<file path="src/hdl/axi_pkg.sv">
`default_nettype none

package axi_pkg;

  // Bus geometry defaults for the top level
  localparam int AXI_ADDR_WIDTH_DEF = 8;
  localparam int AXI_DATA_WIDTH_DEF = 64;

  // Beat index from the burst address generators to the frame buffer
  typedef logic [AXI_ADDR_WIDTH_DEF-1:0] beat_idx_t;

  // Burst encodings as on the AxBURST wires
  typedef enum logic [1:0] {
    BURST_FIXED = 2'b00,
    BURST_INCR  = 2'b01,
    BURST_WRAP  = 2'b10
  } axi_burst_e;

  // Response encodings, this slave only answers OKAY
  typedef enum logic [1:0] {
    RESP_OKAY   = 2'b00,
    RESP_EXOKAY = 2'b01,
    RESP_SLVERR = 2'b10,
    RESP_DECERR = 2'b11
  } axi_resp_e;

  // Address phase fields, shared by AW and AR
  typedef struct packed {
    logic [AXI_ADDR_WIDTH_DEF-1:0] addr;
    logic [7:0]                    len;
    axi_burst_e                    burst;
  } axi_addr_req_t;

endpackage

`default_nettype wire

</file>
<file path="src/hdl/benes_pkg.sv">
`default_nettype none

package benes_pkg;

  // Four-lane Benes plane geometry
  localparam int LANE_NUM   = 4;
  localparam int STAGE_NUM  = 3;
  localparam int SWITCH_NUM = 2;

  // Lane slots 0..3 plus the control slot
  localparam int SLOT_NUM  = 5;
  localparam int CTRL_SLOT = 4;

  // One bus beat split into two halves
  localparam int BEAT_WIDTH = 64;
  localparam int HALF_WIDTH = BEAT_WIDTH / 2;
  localparam int CTRL_PAD   = HALF_WIDTH - SWITCH_NUM * STAGE_NUM;

  // One bit per switch, stage 0 in the low bits
  typedef logic [SWITCH_NUM-1:0] stage_sel_t;
  typedef stage_sel_t [STAGE_NUM-1:0] plane_sel_t;

  typedef struct packed {
    logic [HALF_WIDTH-1:0] module_word;
    logic [HALF_WIDTH-1:0] ram_word;
  } lane_view_t;

  // Select words sit at the bottom of each half
  typedef struct packed {
    logic [CTRL_PAD-1:0] pad_hi;
    plane_sel_t          slot_sel;
    logic [CTRL_PAD-1:0] pad_lo;
    plane_sel_t          module_sel;
  } ctrl_view_t;

  typedef union packed {
    lane_view_t lane;
    ctrl_view_t ctrl;
  } beat_u;

endpackage

`default_nettype wire

</file>
<file path="src/hdl/axi_burst_addr.sv">
`timescale 1ns/1ps
`default_nettype none

module axi_burst_addr #(
  parameter int ADDR_WIDTH = axi_pkg::AXI_ADDR_WIDTH_DEF,
  parameter int DATA_WIDTH = axi_pkg::AXI_DATA_WIDTH_DEF
) (
  input  wire                         S_AXI_ACLK,
  input  wire                         S_AXI_ARESETN,
  input  wire                         i_start,
  input  wire axi_pkg::axi_addr_req_t i_req,
  input  wire                         i_step,
  output axi_pkg::beat_idx_t          o_beat_idx,
  output logic                        o_last
);

  import axi_pkg::*;

  localparam int ADDR_LSB  = $clog2(DATA_WIDTH / 8);
  localparam int BEAT_BITS = ADDR_WIDTH - ADDR_LSB;

  // Address kept in beat units, byte offset is dropped
  logic [BEAT_BITS-1:0] beat_q;
  logic [BEAT_BITS-1:0] beat_inc;
  logic [BEAT_BITS-1:0] wrap_mask;
  logic [7:0]           len_q;
  logic [7:0]           cnt_q;
  axi_burst_e           burst_q;

  // Wrap window of len+1 beats, len is 1, 3, 7 or 15
  assign wrap_mask = BEAT_BITS'(len_q);
  assign beat_inc  = beat_q + 1'b1;

  always_ff @(posedge S_AXI_ACLK) begin
    if (!S_AXI_ARESETN) begin
      beat_q  <= '0;
      len_q   <= '0;
      cnt_q   <= '0;
      burst_q <= BURST_FIXED;
    end else if (i_start) begin
      beat_q  <= i_req.addr[ADDR_WIDTH-1:ADDR_LSB];
      len_q   <= i_req.len;
      cnt_q   <= '0;
      burst_q <= i_req.burst;
    end else if (i_step) begin
      cnt_q <= cnt_q + 8'd1;
      case (burst_q)
        BURST_INCR: beat_q <= beat_inc;
        // Upper bits stay, low bits roll inside the window
        BURST_WRAP: beat_q <= (beat_q & ~wrap_mask) | (beat_inc & wrap_mask);
        default:    beat_q <= beat_q;
      endcase
    end
  end

  assign o_last     = (cnt_q == len_q);
  assign o_beat_idx = beat_idx_t'(beat_q);

endmodule

`default_nettype wire

</file>
<file path="src/hdl/axi_write_ctrl.sv">
`timescale 1ns/1ps
`default_nettype none

module axi_write_ctrl #(
  parameter int ADDR_WIDTH = axi_pkg::AXI_ADDR_WIDTH_DEF,
  parameter int DATA_WIDTH = axi_pkg::AXI_DATA_WIDTH_DEF
) (
  input  wire                      S_AXI_ACLK,
  input  wire                      S_AXI_ARESETN,
  input  wire [ADDR_WIDTH-1:0]     i_awaddr,
  input  wire [7:0]                i_awlen,
  input  wire axi_pkg::axi_burst_e i_awburst,
  input  wire                      i_awvalid,
  output logic                     o_awready,
  input  wire [DATA_WIDTH-1:0]     i_wdata,
  input  wire                      i_wlast,
  input  wire                      i_wvalid,
  output logic                     o_wready,
  output logic                     o_bvalid,
  output axi_pkg::axi_resp_e       o_bresp,
  input  wire                      i_bready,
  input  wire                      i_other_busy,
  output logic                     o_busy,
  output logic                     o_slot_we,
  output axi_pkg::beat_idx_t       o_slot_idx,
  output logic [DATA_WIDTH-1:0]    o_slot_data
);

  import axi_pkg::*;

  typedef enum logic [1:0] {
    W_IDLE,
    W_ADDR,
    W_DATA,
    W_RESP
  } wr_state_e;

  wr_state_e     state_q;
  axi_addr_req_t aw_req;
  logic          aw_hs;
  logic          w_hs;
  logic          beat_last;

  assign aw_req = '{addr: i_awaddr, len: i_awlen, burst: i_awburst};
  assign aw_hs  = o_awready & i_awvalid;
  assign w_hs   = o_wready & i_wvalid;

  always_ff @(posedge S_AXI_ACLK) begin
    if (!S_AXI_ARESETN) begin
      state_q <= W_IDLE;
    end else begin
      case (state_q)
        W_IDLE: if (i_awvalid && !i_other_busy) state_q <= W_ADDR;
        // AWREADY is a single-cycle pulse
        W_ADDR: state_q <= aw_hs ? W_DATA : W_IDLE;
        // Close on WLAST, or on the counted last beat
        W_DATA: if (w_hs && (i_wlast || beat_last)) state_q <= W_RESP;
        W_RESP: if (i_bready) state_q <= W_IDLE;
        default: state_q <= W_IDLE;
      endcase
    end
  end

  assign o_awready = (state_q == W_ADDR);
  assign o_wready  = (state_q == W_DATA);
  assign o_bvalid  = (state_q == W_RESP);
  assign o_bresp   = RESP_OKAY;

  // A pending AWVALID claims the bus so the write wins a tie
  assign o_busy = (state_q != W_IDLE) || i_awvalid;

  assign o_slot_we   = w_hs;
  assign o_slot_data = i_wdata;

  axi_burst_addr #(
    .ADDR_WIDTH(ADDR_WIDTH),
    .DATA_WIDTH(DATA_WIDTH)
  ) u_aw_addr (
    .S_AXI_ACLK   (S_AXI_ACLK),
    .S_AXI_ARESETN(S_AXI_ARESETN),
    .i_start      (aw_hs),
    .i_req        (aw_req),
    .i_step       (w_hs),
    .o_beat_idx   (o_slot_idx),
    .o_last       (beat_last)
  );

endmodule

`default_nettype wire

</file>
<file path="src/hdl/axi_read_ctrl.sv">
`timescale 1ns/1ps
`default_nettype none

module axi_read_ctrl #(
  parameter int ADDR_WIDTH = axi_pkg::AXI_ADDR_WIDTH_DEF,
  parameter int DATA_WIDTH = axi_pkg::AXI_DATA_WIDTH_DEF
) (
  input  wire                      S_AXI_ACLK,
  input  wire                      S_AXI_ARESETN,
  input  wire [ADDR_WIDTH-1:0]     i_araddr,
  input  wire [7:0]                i_arlen,
  input  wire axi_pkg::axi_burst_e i_arburst,
  input  wire                      i_arvalid,
  output logic                     o_arready,
  output logic                     o_rvalid,
  output logic [DATA_WIDTH-1:0]    o_rdata,
  output axi_pkg::axi_resp_e       o_rresp,
  output logic                     o_rlast,
  input  wire                      i_rready,
  input  wire                      i_other_busy,
  output logic                     o_busy,
  output axi_pkg::beat_idx_t       o_rd_idx,
  input  wire [DATA_WIDTH-1:0]     i_rd_data
);

  import axi_pkg::*;

  typedef enum logic [1:0] {
    R_IDLE,
    R_ADDR,
    R_DATA
  } rd_state_e;

  rd_state_e     state_q;
  axi_addr_req_t ar_req;
  logic          ar_hs;
  logic          r_hs;
  logic          beat_last;

  assign ar_req = '{addr: i_araddr, len: i_arlen, burst: i_arburst};
  assign ar_hs  = o_arready & i_arvalid;
  assign r_hs   = o_rvalid & i_rready;

  always_ff @(posedge S_AXI_ACLK) begin
    if (!S_AXI_ARESETN) begin
      state_q <= R_IDLE;
    end else begin
      case (state_q)
        R_IDLE: if (i_arvalid && !i_other_busy) state_q <= R_ADDR;
        R_ADDR: state_q <= ar_hs ? R_DATA : R_IDLE;
        R_DATA: if (r_hs && beat_last) state_q <= R_IDLE;
        default: state_q <= R_IDLE;
      endcase
    end
  end

  assign o_arready = (state_q == R_ADDR);
  assign o_rvalid  = (state_q == R_DATA);
  assign o_rlast   = (state_q == R_DATA) && beat_last;
  assign o_rresp   = RESP_OKAY;
  assign o_busy    = (state_q != R_IDLE);

  // Result word follows the beat index, steady while RREADY is low
  assign o_rdata = i_rd_data;

  axi_burst_addr #(
    .ADDR_WIDTH(ADDR_WIDTH),
    .DATA_WIDTH(DATA_WIDTH)
  ) u_ar_addr (
    .S_AXI_ACLK   (S_AXI_ACLK),
    .S_AXI_ARESETN(S_AXI_ARESETN),
    .i_start      (ar_hs),
    .i_req        (ar_req),
    .i_step       (r_hs),
    .o_beat_idx   (o_rd_idx),
    .o_last       (beat_last)
  );

endmodule

`default_nettype wire

</file>
<file path="src/hdl/frame_buffer.sv">
`timescale 1ns/1ps
`default_nettype none

module frame_buffer #(
  parameter  int DATA_WIDTH = axi_pkg::AXI_DATA_WIDTH_DEF,
  localparam int LANE_WIDTH = DATA_WIDTH / 2
) (
  input  wire                                            S_AXI_ACLK,
  input  wire                                            S_AXI_ARESETN,
  input  wire                                            i_slot_we,
  input  wire axi_pkg::beat_idx_t                        i_slot_idx,
  input  wire [DATA_WIDTH-1:0]                           i_slot_data,
  input  wire axi_pkg::beat_idx_t                        i_rd_idx,
  input  wire [benes_pkg::LANE_NUM-1:0][LANE_WIDTH-1:0]  i_mod_plane_out,
  input  wire [benes_pkg::LANE_NUM-1:0][LANE_WIDTH-1:0]  i_slot_plane_out,
  output logic [benes_pkg::LANE_NUM-1:0][LANE_WIDTH-1:0] o_ram_words,
  output logic [benes_pkg::LANE_NUM-1:0][LANE_WIDTH-1:0] o_module_words,
  output benes_pkg::plane_sel_t                          o_module_sel,
  output benes_pkg::plane_sel_t                          o_slot_sel,
  output logic [DATA_WIDTH-1:0]                          o_rd_data
);

  import axi_pkg::*;
  import benes_pkg::*;

  localparam int LANE_IDX_W = $clog2(LANE_NUM);
  localparam int SLOT_IDX_W = $clog2(SLOT_NUM);

  logic [SLOT_NUM-1:0][DATA_WIDTH-1:0] slot_q;
  logic [LANE_NUM-1:0][DATA_WIDTH-1:0] result_q;
  logic                                commit_q;
  logic                                slot_hit;
  beat_u [LANE_NUM-1:0]                lane_beat;
  beat_u                               ctrl_beat;

  // Beats past the control slot are dropped
  assign slot_hit = (i_slot_idx < beat_idx_t'(SLOT_NUM));

  always_ff @(posedge S_AXI_ACLK) begin
    if (!S_AXI_ARESETN) begin
      slot_q   <= '0;
      commit_q <= 1'b0;
    end else begin
      commit_q <= i_slot_we && (i_slot_idx == beat_idx_t'(CTRL_SLOT));
      if (i_slot_we && slot_hit) begin
        slot_q[i_slot_idx[SLOT_IDX_W-1:0]] <= i_slot_data;
      end
    end
  end

  // Planes settle on the new slots, then the frame is latched
  always_ff @(posedge S_AXI_ACLK) begin
    if (!S_AXI_ARESETN) begin
      result_q <= '0;
    end else if (commit_q) begin
      for (int i = 0; i < LANE_NUM; i++) begin
        result_q[i] <= {i_mod_plane_out[i], i_slot_plane_out[i]};
      end
    end
  end

  always_comb begin
    for (int i = 0; i < LANE_NUM; i++) begin
      lane_beat[i]      = beat_u'(slot_q[i]);
      o_ram_words[i]    = lane_beat[i].lane.ram_word;
      o_module_words[i] = lane_beat[i].lane.module_word;
    end
  end

  assign ctrl_beat    = beat_u'(slot_q[CTRL_SLOT]);
  assign o_module_sel = ctrl_beat.ctrl.module_sel;
  assign o_slot_sel   = ctrl_beat.ctrl.slot_sel;

  assign o_rd_data = (i_rd_idx < beat_idx_t'(LANE_NUM)) ?
                     result_q[i_rd_idx[LANE_IDX_W-1:0]] : '0;

endmodule

`default_nettype wire

</file>
<file path="src/hdl/benes_network.sv">
`timescale 1ns/1ps
`default_nettype none

module benes_network #(
  parameter int LANE_WIDTH = 32
) (
  input  wire [benes_pkg::LANE_NUM-1:0][LANE_WIDTH-1:0]  i_lanes,
  input  wire benes_pkg::plane_sel_t                     i_sel,
  output logic [benes_pkg::LANE_NUM-1:0][LANE_WIDTH-1:0] o_lanes
);

  import benes_pkg::*;

  typedef logic [LANE_NUM-1:0][LANE_WIDTH-1:0] lanes_t;

  lanes_t [STAGE_NUM-1:0] stage_in;
  lanes_t [STAGE_NUM-1:0] stage_out;

  // Inter-stage wiring, lane order 0,2,1,3
  function automatic lanes_t shuffle(input lanes_t x);
    lanes_t y;
    y[0] = x[0];
    y[1] = x[2];
    y[2] = x[1];
    y[3] = x[3];
    return y;
  endfunction

  assign stage_in[0] = i_lanes;

  for (genvar s = 0; s < STAGE_NUM; s++) begin : g_stage
    if (s > 0) begin : g_link
      assign stage_in[s] = shuffle(stage_out[s-1]);
    end
    // Switch k works on lanes 2k and 2k+1
    for (genvar k = 0; k < SWITCH_NUM; k++) begin : g_switch
      assign stage_out[s][2*k]   = i_sel[s][k] ? stage_in[s][2*k+1] : stage_in[s][2*k];
      assign stage_out[s][2*k+1] = i_sel[s][k] ? stage_in[s][2*k]   : stage_in[s][2*k+1];
    end
  end

  assign o_lanes = stage_out[STAGE_NUM-1];

endmodule

`default_nettype wire

</file>
<file path="src/hdl/benes_axi_slave.sv">
`timescale 1ns/1ps
`default_nettype none

module benes_axi_slave #(
  parameter int ADDR_WIDTH = axi_pkg::AXI_ADDR_WIDTH_DEF,
  parameter int DATA_WIDTH = axi_pkg::AXI_DATA_WIDTH_DEF
) (
  input  wire                      S_AXI_ACLK,
  input  wire                      S_AXI_ARESETN,
  input  wire [ADDR_WIDTH-1:0]     i_awaddr,
  input  wire [7:0]                i_awlen,
  input  wire axi_pkg::axi_burst_e i_awburst,
  input  wire                      i_awvalid,
  output logic                     o_awready,
  input  wire [DATA_WIDTH-1:0]     i_wdata,
  input  wire                      i_wlast,
  input  wire                      i_wvalid,
  output logic                     o_wready,
  output logic                     o_bvalid,
  output axi_pkg::axi_resp_e       o_bresp,
  input  wire                      i_bready,
  input  wire [ADDR_WIDTH-1:0]     i_araddr,
  input  wire [7:0]                i_arlen,
  input  wire axi_pkg::axi_burst_e i_arburst,
  input  wire                      i_arvalid,
  output logic                     o_arready,
  output logic                     o_rvalid,
  output logic [DATA_WIDTH-1:0]    o_rdata,
  output axi_pkg::axi_resp_e       o_rresp,
  output logic                     o_rlast,
  input  wire                      i_rready
);

  import axi_pkg::*;
  import benes_pkg::*;

  localparam int LANE_WIDTH = DATA_WIDTH / 2;

  logic                                wr_busy;
  logic                                rd_busy;
  logic                                slot_we;
  beat_idx_t                           slot_idx;
  logic [DATA_WIDTH-1:0]               slot_data;
  beat_idx_t                           rd_idx;
  logic [DATA_WIDTH-1:0]               rd_data;
  logic [LANE_NUM-1:0][LANE_WIDTH-1:0] ram_words;
  logic [LANE_NUM-1:0][LANE_WIDTH-1:0] module_words;
  logic [LANE_NUM-1:0][LANE_WIDTH-1:0] mod_plane_out;
  logic [LANE_NUM-1:0][LANE_WIDTH-1:0] slot_plane_out;
  plane_sel_t                          module_sel;
  plane_sel_t                          slot_sel;

  axi_write_ctrl #(.ADDR_WIDTH(ADDR_WIDTH), .DATA_WIDTH(DATA_WIDTH)) u_write_ctrl (
    .S_AXI_ACLK(S_AXI_ACLK), .S_AXI_ARESETN(S_AXI_ARESETN),
    .i_awaddr(i_awaddr), .i_awlen(i_awlen), .i_awburst(i_awburst),
    .i_awvalid(i_awvalid), .o_awready(o_awready),
    .i_wdata(i_wdata), .i_wlast(i_wlast), .i_wvalid(i_wvalid), .o_wready(o_wready),
    .o_bvalid(o_bvalid), .o_bresp(o_bresp), .i_bready(i_bready),
    .i_other_busy(rd_busy), .o_busy(wr_busy),
    .o_slot_we(slot_we), .o_slot_idx(slot_idx), .o_slot_data(slot_data)
  );

  axi_read_ctrl #(.ADDR_WIDTH(ADDR_WIDTH), .DATA_WIDTH(DATA_WIDTH)) u_read_ctrl (
    .S_AXI_ACLK(S_AXI_ACLK), .S_AXI_ARESETN(S_AXI_ARESETN),
    .i_araddr(i_araddr), .i_arlen(i_arlen), .i_arburst(i_arburst),
    .i_arvalid(i_arvalid), .o_arready(o_arready),
    .o_rvalid(o_rvalid), .o_rdata(o_rdata), .o_rresp(o_rresp), .o_rlast(o_rlast),
    .i_rready(i_rready), .i_other_busy(wr_busy), .o_busy(rd_busy),
    .o_rd_idx(rd_idx), .i_rd_data(rd_data)
  );

  frame_buffer #(.DATA_WIDTH(DATA_WIDTH)) u_frame_buffer (
    .S_AXI_ACLK(S_AXI_ACLK), .S_AXI_ARESETN(S_AXI_ARESETN),
    .i_slot_we(slot_we), .i_slot_idx(slot_idx), .i_slot_data(slot_data),
    .i_rd_idx(rd_idx), .i_mod_plane_out(mod_plane_out),
    .i_slot_plane_out(slot_plane_out), .o_ram_words(ram_words),
    .o_module_words(module_words), .o_module_sel(module_sel),
    .o_slot_sel(slot_sel), .o_rd_data(rd_data)
  );

  // RAM-side words through the module-select plane
  benes_network #(.LANE_WIDTH(LANE_WIDTH)) u_module_plane (
    .i_lanes(ram_words), .i_sel(module_sel), .o_lanes(mod_plane_out)
  );

  // Module-side words through the slot-select plane
  benes_network #(.LANE_WIDTH(LANE_WIDTH)) u_slot_plane (
    .i_lanes(module_words), .i_sel(slot_sel), .o_lanes(slot_plane_out)
  );

endmodule

`default_nettype wire

</file>
<file path="config.mk">
export PLATFORM = sky130hd
export DESIGN_NAME = benes_axi_slave
export DESIGN_NICKNAME = d
export VERILOG_FILES = /design/src/hdl/axi_pkg.sv /design/src/hdl/benes_pkg.sv /design/src/hdl/axi_burst_addr.sv /design/src/hdl/axi_write_ctrl.sv /design/src/hdl/axi_read_ctrl.sv /design/src/hdl/frame_buffer.sv /design/src/hdl/benes_network.sv /design/src/hdl/benes_axi_slave.sv
export SDC_FILE = /design/constraint.sdc
export NUM_CORES = 2
export LEC_CHECK = 0
export BUFFER_PORTS_ARGS = -buffer_cell sky130_fd_sc_hd__buf_4
export CORE_ASPECT_RATIO = 0.6
export CORE_UTILIZATION = 32
export CTS_CLUSTER_SIZE = 10
export DETAILED_ROUTE_END_ITERATION = 10
export PLACE_DENSITY_LB_ADDON = 0.25
export SYNTH_ARGS = -nofsm -noshare
export SYNTH_HDL_FRONTEND = slang
export SYNTH_SLANG_ARGS = --single-unit
</file>
<file path="constraint.sdc">
create_clock -name S_AXI_ACLK -period 5.7 [get_ports S_AXI_ACLK]
set_clock_uncertainty 0.15 [all_clocks]
set_input_delay 1.425 -clock S_AXI_ACLK [delete_from_list [all_inputs] [get_ports S_AXI_ACLK]]
set_output_delay 1.425 -clock S_AXI_ACLK [all_outputs]
set_load 0.02 [all_outputs]
</file>
==> Yosys cells after proc, flatten, opt, wreduce, memory -nomap -nowiden <==
Cells that the tools add are included.
{ "word_totals": {"regBits": 627, "in_bits": 108, "output_inout_bits": 74, "wordCells": 130} }
{ "op_classes": {"addsub": 4, "magnitude_cmp": 5, "eq_ne": 17, "muxes": 45, "n_bitwise": 13, "n_reduce_logical": 26} }
{ "ops": {"columns": ["operator", "count"], "rows": [
  ["$mux 32", 24],
  ["$bwmux 320", 1],
  ["$demux 64 s3", 1],
  ["$mux 64", 3],
  ["$bmux 64 s2", 1],
  ["$and 5x5->5", 4],
  ["$mux 5", 4],
  ["$pmux 5 s2", 2],
  ["$add 8x1->8 const B", 2],
  ["$eq 8x8->1", 2],
  ["$mux 2", 7],
  ["$add 5x1->5 const B", 2],
  ["$eq 2x2->1 const B", 5],
  ["$lt 5x3->1 const B", 2],
  ["$not 5->5", 2],
  ["$or 5x5->5", 2],
  ["$eq 2x1->1 const B", 4],
  ["$logic_and 1x1->1", 8],
  ["$pmux 2 s4", 1],
  ["$reduce_bool 2->1", 4],
  ["$ne 2x1->1 const B", 3],
  ["$pmux 2 s3", 1],
  ["$reduce_and 2->1", 3],
  ["$reduce_bool 3->1", 2],
  ["12 further kinds", 20]
]} }

==> Depth between registers and ports, before layout <==
{ "logic_depth": {"ltp_word": 6, "mapped_depth": 7} }

==> Cells and area by module <==
Synthesis repeated with hierarchy kept, for this count alone.
{ "hier_totals": {"cells_unflattened": 3593, "hier_area_um2": 35181.2} }
{ "by_module_without_submodules": {"columns": ["mod", "n_inst", "cells_per_inst", "area_per_inst_um2"], "rows": [
  ["frame_buffer", 1, 1927, 20793.7],
  ["benes_network", 2, 611, 5338.9],
  ["axi_burst_addr", 2, 141, 1233.7],
  ["axi_write_ctrl", 1, 82, 624.3],
  ["axi_read_ctrl", 1, 80, 618.1]
]} }

==> Worst setup path after synthesis <==
No wires, ideal clock.
{ "synth_timing": {"kind": "flip-flop to output port", "start": "register (tool-made name)", "end": "output o_rdata[20]", "arrival_ps": 1618, "path_slack_ps": 2507, "path_stages_with_launch": 5, "n_path_buf": 2, "cell_sequence": "dfxtp_1 > buf_2 > buf_2 > mux4_2 > nor2b_1"} }
{ "synth_rtl": {"columns": ["item", "line", "source"], "rows": [
  ["to (decl)", "benes_axi_slave.sv:28", "output logic [DATA_WIDTH-1:0] o_rdata,"]
]} }

==> flow_summary_export.csv <==
group,metric,value,unit
status,status,"complete, no violations",
placed_design,place_hpwl,49.2,mm
die,placementRows,84,
timing,setup_viol,0,
clocking,cts.sinks,575,
logic_synthesis,synth_warnings,0,
run,drv_cap,0,
logic_synthesis,synth_top_family_by_area,"multiplexers",
worst_hold_path,min_delay_path_depth,2,
logic_synthesis,synthAdderAreaFrac,0.303,%
clocking,cts_buffers,68,
setup_path,reg2reg_slack,2840,ps
timing,report.final.hold_viol_count,0,
clocking,htree_num_levels,3,
cells_and_area,syn_to_final_growth,13.6,%
timing,tightest_slew,1160,ps
setup_path,critPathLaunchType,"flop",
setup_path,crit_buf_inv,2,
clocking,cts_setup_buffers,0,
setup_path,crit_chain,"buf_12, mux4_2, nor2b_1, buf_4",
timing,finalCritPeriodShare,76.4,%
detailed_routing,routedWlPerCell,18.7,um
detailed_routing,drtAntennaViolNets,0,
clocking,insertion_delay,630,ps
logic_synthesis,ys_seq_elements,575,
die,die_area,91600,sq um
cells_and_area,layout-drive-gt1-share,12.0,%
logic_synthesis,synth-seq-area-share,39.8,%
power,power_density,256,nW/um^2
logic_synthesis,syn_area_per_cell,9.34,sq um
clocking,clk_pin_slew,60,ps
die,core_area,88500,sq um
timing,rsz0062_at_grt,"false",
setup_path,crit_required,4120,ps
cells_and_area,finalNetCount,3222,
timing,fin_setup_tns,0,ps
placed_design,routabilityCongestion,0.743,
timing,max-slew-margin-rel,22.5,%
cells_and_area,utilization,37.1,%
clocking,tritoncts,"built",
logic_synthesis,netlist_instances,3097,
setup_path,r2r_cells,5,
die,die_y,235,um
power,ir_drop,182,uV
die,start_util,32.7,%
power,p_leak,12.7,nW
setup_path,r2r_end,"u_frame_buffer.o_ram_words[33]$_SDFFE_PN0P_",
setup_path,slowest_delay,780,ps
logic_synthesis,synth_xor_xnor_area_share,1.06,%
worst_hold_path,hold_class,"flop to flop",
global_routing,first_global_vias,21200,
placed_design,port_buffers,171,
global_routing,antenna_found_initial,4,
timing,period_needed,4350,ps
detailed_routing,wirelength,80.8,mm
setup_path,crit_fanout,31,
setup_path,crit_family,"flip-flops",
clocking,cts_hold_buf,0,
detailed_routing,route.detailed.drc,0,
clocking,cts_resized,0,
global_routing,grt_first_pass_wirelength,127,mm
cells_and_area,diodes,0,
detailed_routing,route.vias.total,22200,
setup_path,crit_slowest_cell,"dfxtp_4",
logic_synthesis,synth_compound_area_share,11.3,%
cells_and_area,seq_area,11600,sq um
die,die_w,390,um
setup_path,worstSetupPathType,"flop to output port",
timing,drv_slew,0,
logic_synthesis,synth-simple-area-share,11.5,%
detailed_routing,drtPass1Iterations,5,
timing,max_freq,230,MHz
global_routing,grt_max_degree,245,
global_routing,overflow,0,
worst_hold_path,hp-start,"u_write_ctrl.u_aw_addr.burst_q[1]$_SDFFE_PN0P_",
cells_and_area,multi_input_area,16200,sq um
worst_hold_path,whs_endpoint,"u_write_ctrl.u_aw_addr.burst_q[1]$_SDFFE_PN0P_",
setup_path,cp-end-kind,"output port",
logic_synthesis,ys_types,43,
cells_and_area,fillers,9065,
clocking,cts_max_path_buffers,3,
logic_synthesis,syn_area,28900,sq um
clocking,cts-root-buf,"clkbuf_16",
setup_path,arrival,2780,ps
logic_synthesis,synthMuxAreaShare,31.6,%
die,io_pins,182,
global_routing,gr-usage-all-layers,17.3,%
detailed_routing,viasPerCell,5.14,
detailed_routing,drt_iter0_drc,1545,
## stage by stage
stage | std cells | power [mW] | instance area [sq um] | setup slack (ps) | hold slack (ps)
final | 4331 | 8.41 | 32800 | 1350 | 310
after global routing | 4331 | 8.72 | 32800 | 1190 | 337
after CTS | 4331 | 8.54 | 32800 | 1230 | 311
after detailed placement | 4241 | 4.49 | 30900 | 1840 | 303
after global placement | 4241 | 4.49 | 30900 | 1840 | 298
after floorplan | 3100 | 4.35 | 28900 | 2510 | 286
## report_power, final
| group | switching, mW | total (mW) | internal (mW) |
|---|---|---|---|
| clock network | 1.70 | 4.01 | 2.31 |
| logic | 0.207 | 0.328 | 0.122 |
| registers | 0.0328 | 4.07 | 4.04 |
## metal layers
layer	global-route usage, %	vias to the layer above	routed length, um
met4	3.26	2	1020
met1	26.8	10700	43300
met5	0	-	13
li1	-	11100	-
met2	24.8	412	33200
met3	3.03	77	3250
## Yosys cell counts
cell type,count,area (sq um)
conb_1,1,3.75
and2_1,7,43.8
nand4_1,9,56.3
buf_2,70,350
and4bb_2,2,25.0
xnor2_1,17,149
and3b_1,2,17.5
nand3b_1,2,15.0
o22ai_1,256,1600
nor4_1,3,18.8
mux2i_1,770,7710
nor2_1,281,1050
a211oi_1,4,30.0
inv_1,6,22.5
mux4_2,64,1440
a31oi_1,1,6.26
ha_1,7,87.6
o21ai_0,277,1390
nand2_2,1,6.26
clkinv_1,1,3.75
and3_1,2,12.5
nand3b_4,1,20.0
or2_0,1,6.26
nand3_1,19,95.1
nand2b_1,6,37.5
dfxtp_1,575,11500
clkbuf_1,154,578
and2_0,1,6.26
o2111ai_1,4,35.0
xor2_1,18,158
a21oi_1,30,150
buf_4,6,45.0
a311oi_1,1,8.76
nand2_1,379,1420
nor2b_1,68,425
a2bb2oi_1,3,26.3
o211ai_1,2,15.0
buf_6,19,214
and4b_1,1,10.0
or3_1,1,6.26
nor3_1,5,25.0
buf_1,19,71.3
nor4_4,1,21.3
## placed cells by master, fill, tap and decap left out, types with 4 or more instances in the layout
master	instances
mux2i_1	770
dfxtp_1	564
nand2_1	375
nor2_1	281
o21ai_0	277
o22ai_1	256
buf_4	197
clkbuf_16	70
nor2b_1	68
mux4_2	64
a21oi_1	30
xor2_1	18
xnor2_1	17
nand3_1	17
clkbuf_1	13
dfxtp_4	11
nand4_1	9
ha_1	7
buf_12	7
inv_1	6
and2_1	6
nor3_1	5
nand2b_2	4
nand2_2	4
a211oi_1	4
o2111ai_1	4
conb_1	4
## sequential cells by signal, indices dropped and copies added (netlist names), named ones only
signal,cells
u_frame_buffer.o_ram_words,128
u_write_ctrl.u_aw_addr.burst_q,2
u_read_ctrl.u_ar_addr.burst_q,2
u_write_ctrl.state_q,1
u_frame_buffer.o_module_words,128
u_write_ctrl.u_aw_addr.cnt_q,8
u_read_ctrl.u_ar_addr.len_q,8
u_write_ctrl.u_aw_addr.len_q,8
u_read_ctrl.u_ar_addr.cnt_q,8
u_frame_buffer.commit_q,1
u_read_ctrl.u_ar_addr.beat_q,1
u_write_ctrl.u_aw_addr.beat_q,1
u_read_ctrl.state_q,2
u_frame_buffer.ctrl_beat,12
u_frame_buffer.result_q,256
## area by class of cell
type / count / area share [%]
clock buffers: 84 / 5.52
clock inverters: 6 / 0.347
inverters: 7 / 0.0800
multi-input cells: 2250 / 49.3
flip-flops and latches: 575 / 35.2
well taps: 1204 / 4.59
repair buffers: 205 / 4.97
## logic make-up after synthesis
logic type | Yosys count
buffers and inverters | 275
DFF | 575
AOI/OAI and AO/OA | 578
xor gates and xnor gates | 35
adders and majority gates | 7
other | 1
muxes | 834
and+or+nand+nor | 792
## how the worst max path moves through the flow
stage	startpoint	end	slack (ps)	cells after the start
final	flop	o_rdata[53]	1350	4
after floorplan	flop	o_rdata[20]	2510	4
after global routing	flop	o_rdata[38]	1190	4
after detailed placement	i_wvalid	u_frame_buffer.o_module_words[32]$_SDFFE_PN0P_	1840	6
after global placement	i_wvalid	u_frame_buffer.o_ram_words[36]$_SDFFE_PN0P_	1840	6
after CTS	flop	o_rdata[58]	1230	4
## worst register-to-register path, stage by stage, from the launching register on
cell and delay [ps]:
dfxtp_1 550, nand3b_4 170, nor4_4 420, nand3_4 710, buf_12 540, mux2i_1 200
Power figures use the tool's default switching activity.
